==> src/hw/cpuPkg.sv <==
package cpuPkg;

    localparam int xlen     = 32;
    localparam int regAddrW = 5;
    localparam int regCount = 32;

    // Major opcodes of the supported subset
    typedef enum logic [6:0] {
        OP     = 7'b0110011,
        OP_IMM = 7'b0010011,
        LOAD   = 7'b0000011,
        STORE  = 7'b0100011,
        BRANCH = 7'b1100011
    } opcodeE;

    typedef enum logic [2:0] {
        ADD = 3'd0,
        SUB = 3'd1,
        AND = 3'd2,
        OR  = 3'd3,
        SLT = 3'd4
    } aluFnE;

    typedef struct packed {
        logic [6:0]          funct7;
        logic [regAddrW-1:0] rs2;
        logic [regAddrW-1:0] rs1;
        logic [2:0]          funct3;
        logic [regAddrW-1:0] rd;
        logic [6:0]          opcode;
    } rFmtT;

    typedef struct packed {
        logic [11:0]         imm12;
        logic [regAddrW-1:0] rs1;
        logic [2:0]          funct3;
        logic [regAddrW-1:0] rd;
        logic [6:0]          opcode;
    } iFmtT;

    typedef struct packed {
        logic [6:0]          immHi;
        logic [regAddrW-1:0] rs2;
        logic [regAddrW-1:0] rs1;
        logic [2:0]          funct3;
        logic [4:0]          immLo;
        logic [6:0]          opcode;
    } sFmtT;

    // Branch offset bits are scattered over the word
    typedef struct packed {
        logic                imm12;
        logic [5:0]          imm10to5;
        logic [regAddrW-1:0] rs2;
        logic [regAddrW-1:0] rs1;
        logic [2:0]          funct3;
        logic [3:0]          imm4to1;
        logic                imm11;
        logic [6:0]          opcode;
    } bFmtT;

    typedef union packed {
        rFmtT r;
        iFmtT i;
        sFmtT s;
        bFmtT b;
    } instU;

endpackage

==> src/hw/ctrlBus.sv <==
`timescale 1ns/1ps

interface ctrlBus;
    import cpuPkg::*;

    logic [regAddrW-1:0] rs1;
    logic [regAddrW-1:0] rs2;
    logic [regAddrW-1:0] rd;
    logic [xlen-1:0]     imm;      // Already sign-extended
    aluFnE               aluFn;
    logic                aluSrc;   // Immediate as second operand
    logic                regWrite; // Never set for x0
    logic                memWrite;
    logic                memToReg;
    logic                branch;

    modport dec (
        output rs1, rs2, rd, imm, aluFn, aluSrc,
        output regWrite, memWrite, memToReg, branch
    );

    modport dp (
        input rs1, rs2, rd, imm, aluFn, aluSrc,
        input regWrite, memWrite, memToReg, branch
    );

endinterface

==> src/hw/fetchUnit.sv <==
`timescale 1ns/1ps

module fetchUnit (
    input  logic                    CLK,
    input  logic                    arstN,
    input  logic                    run,
    input  logic                    zero,
    ctrlBus.dp                      ctl,
    output logic [cpuPkg::xlen-1:0] pc
);
    import cpuPkg::*;

    logic [xlen-1:0] pcPlus4;
    logic [xlen-1:0] branchTarget;
    logic            takeBranch;

    assign pcPlus4      = pc + xlen'(4);
    assign branchTarget = pc + ctl.imm; // B immediate, pc relative
    assign takeBranch   = ctl.branch && zero;

    always_ff @(posedge CLK or negedge arstN) begin
        if (!arstN) begin
            pc <= '0;
        end else if (run) begin // Hold while stopped
            pc <= takeBranch ? branchTarget : pcPlus4;
        end
    end

    // Branch offsets only have bit 0 cleared, so a bad target shows up here
    pcAligned: assert property (
        @(posedge CLK) disable iff (!arstN)
        pc[1:0] == 2'b00
    ) else $error("fetchUnit: misaligned pc %h", pc);

endmodule

==> src/flat_wrapper.sv <==
// flat-port wrapper written by rule: the top's interface ports become plain ports
module fetchUnit_flat import cpuPkg::*;
  (CLK, arstN, run, zero, pc, ctl_rs1, ctl_rs2, ctl_rd, ctl_imm, ctl_aluFn, ctl_aluSrc, ctl_regWrite, ctl_memWrite, ctl_memToReg, ctl_branch);
  ctrlBus ctl_i ();
  input  logic CLK;
  input  logic arstN;
  input  logic run;
  input  logic zero;
  output logic [cpuPkg::xlen-1:0] pc;
  input wire logic [$bits(ctl_i.rs1)-1:0] ctl_rs1;
  input wire logic [$bits(ctl_i.rs2)-1:0] ctl_rs2;
  input wire logic [$bits(ctl_i.rd)-1:0] ctl_rd;
  input wire logic [$bits(ctl_i.imm)-1:0] ctl_imm;
  input wire logic [$bits(ctl_i.aluFn)-1:0] ctl_aluFn;
  input wire logic [$bits(ctl_i.aluSrc)-1:0] ctl_aluSrc;
  input wire logic [$bits(ctl_i.regWrite)-1:0] ctl_regWrite;
  input wire logic [$bits(ctl_i.memWrite)-1:0] ctl_memWrite;
  input wire logic [$bits(ctl_i.memToReg)-1:0] ctl_memToReg;
  input wire logic [$bits(ctl_i.branch)-1:0] ctl_branch;
  assign ctl_i.rs1 = ctl_rs1;
  assign ctl_i.rs2 = ctl_rs2;
  assign ctl_i.rd = ctl_rd;
  assign ctl_i.imm = ctl_imm;
  assign ctl_i.aluFn = ctl_aluFn;
  assign ctl_i.aluSrc = ctl_aluSrc;
  assign ctl_i.regWrite = ctl_regWrite;
  assign ctl_i.memWrite = ctl_memWrite;
  assign ctl_i.memToReg = ctl_memToReg;
  assign ctl_i.branch = ctl_branch;
  fetchUnit u_core (.CLK(CLK), .arstN(arstN), .run(run), .zero(zero), .ctl(ctl_i), .pc(pc));
endmodule
==> config.mk <==
export PLATFORM = sky130hd
export DESIGN_NAME = fetchUnit_flat
export DESIGN_NICKNAME = d
export VERILOG_FILES = /design/src/hw/cpuPkg.sv /design/src/hw/ctrlBus.sv /design/src/hw/fetchUnit.sv /design/src/flat_wrapper.sv
export SDC_FILE = /design/constraint.sdc
export NUM_CORES = 1
export LEC_CHECK = 0
export BUFFER_PORTS_ARGS = -buffer_cell sky130_fd_sc_hd__buf_2
export CAP_MARGIN = 25
export CORE_MARGIN = 2
export CORE_UTILIZATION = 45
export CTS_CLUSTER_SIZE = 8
export DETAILED_ROUTE_END_ITERATION = 8
export PLACE_DENSITY = 0.7
export RECOVER_POWER = 25
export SYNTH_ARGS = -nofsm -noshare
export SYNTH_HDL_FRONTEND = slang
export SYNTH_SLANG_ARGS = --single-unit
==> constraint.sdc <==
create_clock -name CLK -period 7.66 [get_ports CLK]
set_clock_uncertainty 0.15 [all_clocks]
set_input_delay 0 -clock CLK [delete_from_list [all_inputs] [get_ports CLK]]
set_output_delay 0 -clock CLK [all_outputs]
set_load 0.03 [all_outputs]
After elaboration in Yosys (flattened, before gate mapping)
Cells that the tools add are included.
- logic and storage cells: 5
- input bits: 59
- output and inout port bits: 32
- flip-flop bits (word level): 32
- add/subtract/negate cells: 2
- reductions and logical operators: 1
- mux-type cells: 1
- operators by type and width (operator ; count):
    32-bit by 3-bit adder with 32-bit output, second input constant ; 1
    32-bit adder ; 1
    32-bit 2-to-1 mux ; 1
    1-bit logical AND ; 1

Depth between registers and ports, before layout
Gate-level depths: netlist of the first run.
- depth in word-level cells: 2
- mapped depth: 12
- mapped depth without buffers: 12

Least setup slack after synthesis of the first run
Ideal clock, no wire load.
- kind: register to register
- start point: register u_core.pc[0] (netlist name)
- end point: register u_core.pc[30] (netlist name)
- clock period less this slack: 2.960 ns
- cell stages (with the launch flop): 13
- setup slack: 4.700 ns
- arrival: 2.676 ns
- path buffers: 0
- cell sequence: dfrtp_1 ha_1 inv_1 fa_1 nor2b_1 o21ai_1 nand2b_1 a31oi_2 o211ai_2 a221oi_4 o41ai_1 mux2i_1 o211ai_1
- cells in the longest elaborated chain, start to end: 2
- elaborated cells on any way between the ends: 3
- those cells by class: add/sub (2); mux (1)
- RTL lines (element ; line ; text):
    from (decl) ; fetchUnit.sv:9 ; output logic [cpuPkg::xlen-1:0] pc
    from (signal assigned) ; fetchUnit.sv:25 ; pc <= takeBranch ? branchTarget : pcPlus4;
    32-bit by 3-bit adder with 32-bit output or 32-bit adder (tied branches) ; fetchUnit.sv:17, fetchUnit.sv:18 ;
    32-bit 2-to-1 mux * ; fetchUnit.sv:25 ;
Every way passes the cells marked *; elsewhere a longest branch is shown, timed or not.
A chain may end at the register's enable or synchronous reset.

Final worst setup path of the first run
Same ends and word-level chain as after synthesis.

==> metrics, run 1 <==
distinct cell type count after synthesis=72; TritonRoute pass-1 iters=4; Final Wtd Congestion=0.889; Slew headroom=-25.1%; post-synthesis cell area=0.00356 mm2; Async SR Flop Fraction=100%; CP Capture Type=flip-flop; post-layout util=52.4%; # resized after CTS=0; dominant synthesized flop cell=dfrtp_1; Die X=92.9 um; initial DRC count=237; number of flip-flops in the largest register=32; synthesis-to-layout area growth=13.3%; CTS tree=built; DRC Markers=0; Area contributors post-synth=dfrtp_1, ha_1, a21oi_1; initial antenna violation count=0; clock sink count=32; Post-synth EDFFs=0; power per cell area=411 mW/mm2; CTS Buffer Depth=2; total track usage=21.8%; IO Count=91; worst r2r src=u_core.pc[0]; detailed-placement wirelength estimate=7090 um; vias in the first global route=3354; Max IR drop VDD=232 uV; post-route ant nets=0; Setup Fix Bufs, Post-CTS=0; clock slew at reported path FFs=0.08 ns; port buffer count=68; vias=3592; outcome=complete, but fails checks; Period minus WS final=3.30 ns; Worst Reg-to-Reg Cells=12; Syn Nets=549; worst flop-to-flop path endpoint=u_core.pc[30]; Worst Path Class, Setup=reg2reg; number of vias per cell=5.81; #FFs+latches synth=32; yosys warns=0; pin count of the biggest net entering global routing=53; failing checks=capacitance limit, slew limit; TritonCTS Buffers=5; top flop regs=u_core.pc x32; CP max FO=6; Synth Area per Inst=7.78 um2; R2R setup slack=4.36 ns; FMAX=303 MHz; Initial Utilization=46.3%; antenna cells=0; Final setup violation count=0; register area share after synthesis=22.5%; commonest non-fill, non-tap cells in the layout=a21oi_1, buf_2, nand2_1, o21ai_0; Tightest Hold Check Type=in2reg; max-slew violation count=33; fin nets=607; Core Rows=32; Crit path required time=7.67 ns; crit start category=flip-flop; WL final=9320 um; Core Region=0.00769 mm2; commonest non-fill, non-tap cell in the layout=a21oi_1; area leader, netlist=dfrtp_1; Biggest register=u_core.pc; critical path endpoint=u_core.pc[30]; H-tree level count=2; root buffer selected by CTS=clkbuf_8; Crit path arrival time=3.30 ns; Die H=92.9 um; CP Launch Point=u_core.pc[0]; Mapped Cells=457; RSZ-0062 raised after global routing=no; Synth top area share=22.5%; Max-Cap Viols=1; Die ar.=0.00863 mm2; static leakage power=1.76 nW; Final Hold Vio Count=0; global route overflow=0; first-pass GRT wire length=15500 um; setup TNS=0 ns; Slew @ Worst Pin=1.88 ns; Final period util=43.0%; per-cell routed wire length=15.1 um; latest clock arrival within the worst-skew pair=0.28 ns; layout cells sized above 1=16.9%
[worst min path at each step]
stage                    start            to  slack (ns)  depth (start not counted)
detailed placement       arstN  u_core.pc[6]       -0.03                          1
global route        ctl_imm[1]  u_core.pc[1]        0.04                          4
CTS                 ctl_imm[1]  u_core.pc[1]        0.02                          4
floorplan                arstN  u_core.pc[0]       -0.45                          0
global placement         arstN  u_core.pc[7]       -0.04                          1
finish              ctl_imm[1]  u_core.pc[1]        0.01                          4
[power breakdown]
group	switching, mW	internal [mW]
logic	0.702	0.443
registers	0.126	0.245
clock network	0.0687	0.0718
[layout make-up]
class / instances / area [um2]
clock buffers: 6 / 82.6
multi-input cells: 392 / 2610
inverters: 12 / 45.0
flip-flops and latches: 32 / 801
repair buffers: 72 / 358
fillers: 799 / 3660
clock inverters: 2 / 10.0
well taps: 102 / 128
[cells in the mapped netlist (all sizes together) (9+ instances only)]
cell type and count:
nand3 20, xnor2 18, a21oi 65, o21ai 50
nor2 28, nand2 49, dfrtp 32, ha 32
inv 12, nor3 9, clkbuf 12, xor2 9
buf 9, a21o 12
[layer usage]
layer  GRT usage, %  vias up  wire length, um
met1           28.2     1673             4160
met2           37.7       86             4600
met4           5.76        0              159
met5              0        -                0
met3           3.34       14              397
li1               -     1819                -
[worst max-delay path: stages (launching register included)]
cell and delay, ns:
dfrtp_1 0.37, ha_1 0.19, inv_1 0.06, fa_1 0.40, nor2b_1 0.12, o21ai_1 0.07, nand2b_1 0.15, a31oi_2 0.19
o211ai_2 0.32, a221oi_4 0.15, o41ai_1 0.64, mux2i_1 0.26, o211ai_1 0.10
[kinds of logic (layout without fill, tap and decap cells)]
family,Yosys count,in the layout,share of synthesized area (%)
adder cells (fa/ha/maj),33,33,11.8
multiplexers,5,5,1.58
AND/OR/NAND/NOR,145,145,20.6
flip-flops,32,32,22.5
AO/OA/AOI/OAI,182,182,32.4
XOR/XNOR,27,27,6.86
buffers and inverters,33,92,4.26
[metrics by stage]
stage	cell area, um2	setup WS, ns	power (mW)	hold slack [ns]	std cells
after global placement	3930	4.48	1.50	-0.0410	608
after detailed placement	3930	4.40	1.52	-0.0342	608
final	4030	4.36	1.66	0.0128	618
after floorplan	3560	4.70	1.25	-0.446	457
after global routing	4030	4.19	1.80	0.0419	618
after CTS	4050	4.37	1.67	0.0159	618
[repair_timing]
action,4_1_cts,5_1_grt
hold endpoints to repair,33,0
hold buffers,2,0
endpoints found under the setup margin,0,0
(Power assumes the default switching activity.)
==> run 2, diff against run 1 <==
Settings changed: ABC_AREA set to 1.
Clock period 7.66 ns to 2.7 ns, I/O delays scaled along.
==> run 2 against run 1 <==
Against the previous run: the run still ends with capacitance limit, slew limit left; critical path depth did not move; core utilization is 2.2 points higher; critical endpoint is now u_core.pc[28]; via count is 51% higher; wire length grew 62%; largest cell class unchanged; worst hold slack improved by 0.054 ns; design area is 34% higher; register-to-register slack got worse by 4.0 ns; highest routed layer unchanged; synthesized cell count increased by 83%; fmax is 41% higher; worst setup slack lost 4.0 ns.
==> metrics, run 2 <==
DRC Markers=0 (unchanged); crit start category=flip-flop; Area contributors post-synth=nand2_1, dfrtp_1, inv_1; number of flip-flops in the largest register=32 (unchanged); most frequent cell after synthesis=nand2_1; post-route ant nets=0 (unchanged); distinct cell type count after synthesis=43 (-40%); Final WS setup=0.356 ns (-4.01 ns); FMAX=427 MHz (+41%); Die ar.=0.0111 mm2 (+28%); Period minus WS final=2.34 ns (-0.952 ns); post-placement setup slack=0.421 ns (-3.97 ns); per-cell routed wire length=14.2 um (-5.5%); Synth Area per Inst=5.51 um2 (-29%); cells along the critical path=ha_1, inv_1, fa_1, inv_1, nand3_1, nand3_1, nand3_1, nand3_1, nand2_1, nand3b_1, nand3_1, a21oi_2; Core Rows=36 (+13%); Worst Path Class, Setup=reg2reg; H-tree level count=2 (unchanged); pin count of the biggest net entering global routing=33 (-38%); dominant synthesized flop cell=dfrtp_1; area leader, netlist=nand2_1; Final Wtd Congestion=0.971 (+9.2%); clock slew at reported path FFs=0.09 ns (about the same); Final setup violation count=0 (unchanged); latest clock arrival within the worst-skew pair=0.30 ns (+0.02 ns); fin nets=1019 (+68%); detailed-placement wirelength estimate=12200 um (+72%); Crit path arrival time=2.43 ns (-0.87 ns); yosys warns=0 (unchanged); Mapped Cells=837 (+83%); Syn Nets=929 (+69%); outcome=complete, but fails checks; commonest non-fill, non-tap cells in the layout=nand2_1, inv_1, nor2_1, buf_2, a21oi_1; vias=5434 (+51%); Cells after DPL=1048 (+72%); Area after DPL=0.00522 mm2 (+33%); layout cells sized above 1=13.1% (-3.7 points); Worst Hold Slack=0.0672 ns (+0.0544 ns); Final period util=86.8% (+44 points); max-slew violation count=33 (unchanged); Final Hold Vio Count=0 (unchanged); Die X=105 um (+13%); #FFs+latches synth=32 (unchanged); Power, Total=3.93 mW (+140%); failing checks=capacitance limit, slew limit; initial antenna violation count=0 (unchanged); power per cell area=729 mW/mm2 (+77%); CTS Buffer Depth=2 (unchanged); CP peak stage delay=0.40 ns (-0.24 ns); IO Count=91 (unchanged); fin cells=1061 (+72%); Biggest register=u_core.pc; total track usage=27.8% (+6.0 points); # resized after CTS=0 (unchanged); Max-Cap Viols=1 (unchanged); initial DRC count=321 (+35%); WL final=15100 um (+62%); synthesis-to-layout area growth=16.9%; port buffer count=68 (unchanged); static leakage power=3.11 nW (+77%); antenna cells=0 (unchanged); Critical-path top delay cell=fa_1; clock sink count=32 (unchanged); CP Capture Type=flip-flop; TritonRoute pass-1 iters=5 (+1); Die H=105 um (+13%); post-synthesis cell area=0.00461 mm2 (+30%); CTS tree=built; CP max FO=4 (-2); Tightest Hold Check Type=in2reg; first-pass GRT wire length=24300 um (+57%); RSZ-0062 raised after global routing=no; setup TNS=0 ns (unchanged); Slew @ Worst Pin=1.91 ns (+0.0349 ns); number of vias per cell=5.12 (-12%); Crit path required time=2.79 ns (-4.88 ns); Max IR drop VDD=315 uV (+36%); Slew headroom=-27.4% (-2.3 points); Core Region=0.00986 mm2 (+28%); Async SR Flop Fraction=100% (unchanged); crit-path most repeated cell=nand3_1; Post-synth EDFFs=0 (unchanged); commonest non-fill, non-tap cell in the layout=nand2_1; root buffer selected by CTS=clkbuf_8; Post-synth top cells=nand2_1, inv_1, nor2_1, a21oi_1, nand3_1; register area share after synthesis=17.4% (-5.1 points); top flop regs=u_core.pc x32; Final Instance Area=0.00539 mm2 (+34%); Initial Utilization=46.8% (+0.48 points); Synth top area share=26.1% (+3.6 points); global route overflow=0 (unchanged); vias in the first global route=4917 (+47%); post-layout util=54.7% (+2.2 points); TritonCTS Buffers=5 (unchanged)
[run 2: layout make-up]
| class | count | area [um2] |
|---|---|---|
| well taps | 133 | 166 |
| multi-input cells | 651 | 3220 |
| repair buffers | 94 | 543 |
| clock buffers | 7 | 96.3 |
| clock inverters | 1 | 30.0 |
| fillers | 1089 | 4470 |
| flip-flops and latches | 32 | 801 |
| inverters | 143 | 539 |
[run 2: routing by layer]
metal / wire, um / up-vias / track usage [%] / part of all wire [%]
met2: 6350 / 173 / 42.9 / 42
li1: - / 2803 / - / -
met4: 378 / 0 / 8.67 / 2.5
met3: 1070 / 25 / 3.53 / 7.1
met1: 7320 / 2433 / 40.1 / 48
met5: 0 / - / 0 / 0
[run 2: path summary, 6_finish.rpt]
path,slack (ns),cells past startpoint,endpoint,startpoint
worst max register to register,0.36,12,u_core.pc[28],u_core.pc[0]
worst max-delay path,0.36,12,u_core.pc[28],u_core.pc[0]
worst min-delay path,0.07,5,u_core.pc[30],ctl_imm[30]
max in group asynchronous,0.67,2,u_core.pc[29],arstN
worst min register to register,0.40,1,u_core.pc[0],u_core.pc[0]
min in group asynchronous,0.61,2,u_core.pc[1],arstN
[run 2: logic make-up (layout without fill, tap and decap cells)]
kind of cell / count (synthesis) / count (layout) / share of synthesized area (%)
AO/OA/AOI/OAI: 94 / 94 / 11.1
XOR/XNOR: 13 / 13 / 2.47
adder cells (fa/ha/maj): 33 / 33 / 9.12
buffers and inverters: 154 / 245 / 12.9
flip-flops: 32 / 32 / 17.4
multiplexers: 1 / 1 / 0.244
AND/OR/NAND/NOR: 510 / 510 / 46.8
[run 2: repair_timing]
| item | CTS | global route |
|---|---|---|
| endpoints found under the hold margin | 42 | 0 |
| buffers inserted | 0 | 0 |
| hold buffers | 5 | 0 |
[run 2: where the power goes]
group	internal [mW]	switching (mW)	leakage, nW
clock	0.327	0.221	0.0645
combinational	0.858	1.75	2.68
sequential	0.606	0.168	0.368
[run 2: critical path, delay by kind of cell (launching register included)]
kind / cells / cell delay, ns
AO/OA/AOI/OAI: 1 / 0.14
adder cells (fa/ha/maj): 2 / 0.59
buffers and inverters: 2 / 0.20
flip-flops: 1 / 0.37
AND/OR/NAND/NOR: 7 / 0.81
==> run 3, diff against run 2 <==
Settings changed: ABC_AREA 1 to 0, CELL_PAD_IN_SITES_DETAIL_PLACEMENT set to 0, CELL_PAD_IN_SITES_GLOBAL_PLACEMENT set to 2, CORE_UTILIZATION 45 to 28, PLACE_DENSITY 0.7 to not set, PLACE_DENSITY_LB_ADDON set to 0.1.
==> run 3 against run 2 <==
Against the previous run: the flow finishes with violations (setup timing); global-route usage is 8.6 points lower; sequential share of layout area rose by 1.2 points; largest cell class unchanged; die area grew 23%; critical path depth is 2 lower; wire length down 16%; sequential power grew 16%; via count decreased by 28%.
==> metrics, run 3 (synthesized netlist as in run 1, its figures left out) <==
pin count of the biggest net entering global routing=33 (unchanged); setup TNS=-0.0630 ns (-0.0630 ns); detailed-placement wirelength estimate=10100 um (-17%); GRT met3 Usage=2.65% (-0.88 points); cells along the critical path=ha_4, and3_4, nor3b_4, o211ai_2, a2111oi_4, nor2_2, o21ai_2, a21oi_2, mux2_4, xnor2_2; CTS Buffer Depth=2 (unchanged); Slew headroom=41.6% (+69 points); met1 GRT Util=24.1% (-16 points); vias=3930 (-28%); Slew @ Worst Pin=0.876 ns (-1.04 ns); worst r2r src=u_core.pc[4]; per-cell routed wire length=16.5 um (+16%); WHS Endpoint=u_core.pc[28]; IO Count=91 (unchanged); crit start category=flip-flop; Worst Path Class, Setup=reg2reg; clock slew at reported path FFs=0.06 ns (-0.03 ns); Core Rows=41 (+14%); first-pass GRT wire length=20400 um (-16%); Final WS setup=-0.0630 ns (-0.419 ns); Period minus WS final=2.76 ns (+0.419 ns); Initial Utilization=28.4% (-18 points); synthesis-to-layout area growth=41.7%; CTS tree=built; static leakage power=2.18 nW (-30%); total track usage=19.2% (-8.6 points); antenna cells=0 (unchanged); Die X=117 um (+11%); CP Capture Type=flip-flop; worst flop-to-flop path endpoint=u_core.pc[31]; Crit path arrival time=2.78 ns (+0.35 ns); number of vias per cell=5.10 (-0.35%); post-route ant nets=0 (unchanged); initial antenna violation count=0 (unchanged); Critical-path top delay cell=dfrtp_2; Final period util=102% (+16 points); DRC Markers=0 (unchanged); Final Wtd Congestion=0.815 (-16%); WL final=12700 um (-16%); Cells after DPL=754 (-28%); Die ar.=0.0136 mm2 (+23%); Biggest register=u_core.pc; commonest non-fill, non-tap cell in the layout=buf_4; hold-critical path depth=4 (-1); critical path's top delay family=compound AO/OA/AOI/OAI gates; Crit path required time=2.72 ns (-0.07 ns); fin cells=770 (-27%); Die H=117 um (+11%); outcome=complete, but fails checks; R2R setup slack=-0.06 ns (-0.42 ns); latest clock arrival within the worst-skew pair=0.29 ns (about the same); failing checks=setup timing; CP max FO=4 (unchanged); GRT busiest layer=met2; HP Start=ctl_imm[28]; initial DRC count=103 (-68%); layout cells sized above 1=33.3% (+20 points); clock sink count=32 (unchanged); TritonCTS Buffers=5 (unchanged); root buffer selected by CTS=clkbuf_16; vias in the first global route=4022 (-18%); Bufs and invs on worst path=0 (-2); port buffer count=68 (unchanged); TritonRoute pass-1 iters=4 (-1); power per cell area=1200 mW/mm2 (+64%); RSZ-0062 raised after global routing=yes; Max IR drop VDD=483 uV (+53%); Max-Cap Viols=0 (-1); max-slew violation count=0 (-100%); Tightest Hold Check Type=in2reg; number of flip-flops in the largest register=32 (unchanged); Worst Hold Slack=0.0613 ns (-0.00590 ns); Final setup violation count=1 (+1); CP peak stage delay=0.42 ns (+0.02 ns); Core Region=0.0125 mm2 (+27%); Power, Total=6.03 mW (+53%); commonest non-fill, non-tap cells in the layout=buf_4, a21oi_1, nand2_1, buf_2, o21ai_0; top flop regs=u_core.pc x32; Worst Reg-to-Reg Cells=10 (-2); H-tree level count=2 (unchanged); FMAX=362 MHz (-15%); global route overflow=0 (unchanged); Global Route met2 Usage=35.4% (-7.5 points); post-placement setup slack=-0.0913 ns (-0.512 ns); Final Hold Vio Count=0 (unchanged); fin nets=689 (-32%)
run 3: cell types whose count changed in the layout (fill, tap and decap cells not counted), sizes merged, moves of 7 or more:
cell	delta
nor2	-67
and3	+7
clkbuf	+17
nand2	-277
o21ai	+31
nand3	-31
xnor2	+15
buf	+47
a21o	+10
o22ai	+8
nand3b	-8
inv	-131
run 3: repair_timing:
item                                    in CTS  in global routing
gates resized for setup                      4                 23
endpoints found under the setup margin       5                 11
hold endpoints to repair                    33                  0
hold buffers                                 2                  0
pin swaps                                    2                 29
buffers inserted                             2                  4
run 3: worst max-delay path by stage:
stage	startpoint	cells past startpoint	to
finish	u_core.pc[4]	10	u_core.pc[31]
global route	u_core.pc[5]	10	u_core.pc[31]
CTS	u_core.pc[6]	10	u_core.pc[31]
detailed placement	u_core.pc[3]	10	u_core.pc[31]
global placement	u_core.pc[12]	10	u_core.pc[31]
floorplan	u_core.pc[4]	10	u_core.pc[31]
run 3: worst min-delay path: cells and delay by family:
kind / cells / cell delay [ns]
buffers and inverters: 1 / 0.08
adder cells (fa/ha/maj): 1 / 0.18
XOR/XNOR: 1 / 0.13
AO/OA/AOI/OAI: 1 / 0.06
run 3: metal layers:
| layer | up-vias | part of all wire (%) |
|---|---|---|
| met1 | 1881 | 45 |
| met2 | 67 | 52 |
| met5 | - | 0 |
| li1 | 1970 | - |
| met4 | 0 | 0.78 |
| met3 | 12 | 2.3 |
run 3: through the flow:
stage                     util [%]  instance area [um2]
after floorplan                  -                 3680
after global placement        37.6                 4710
after detailed placement      37.6                 4710
after CTS                     39.1                 4900
after global routing          40.3                 5040
final                         40.3                 5040
run 3: cell type report:
cell class | count | area, um2
Sequential cell | 32 | 811
Timing Repair Buffer | 154 | 970
Inverter | 12 | 45.0
Multi-Input combinational cell | 392 | 2850
Fill cell | 1356 | 7480
Tap cell | 172 | 215
Clock buffer | 8 | 146
run 3: power by group:
part           leakage (nW)  switching [mW]  internal, mW  total (mW)
clock                0.0712           0.236         0.369       0.605
combinational          1.76            2.50          2.02        4.52
sequential            0.354           0.194         0.706       0.901
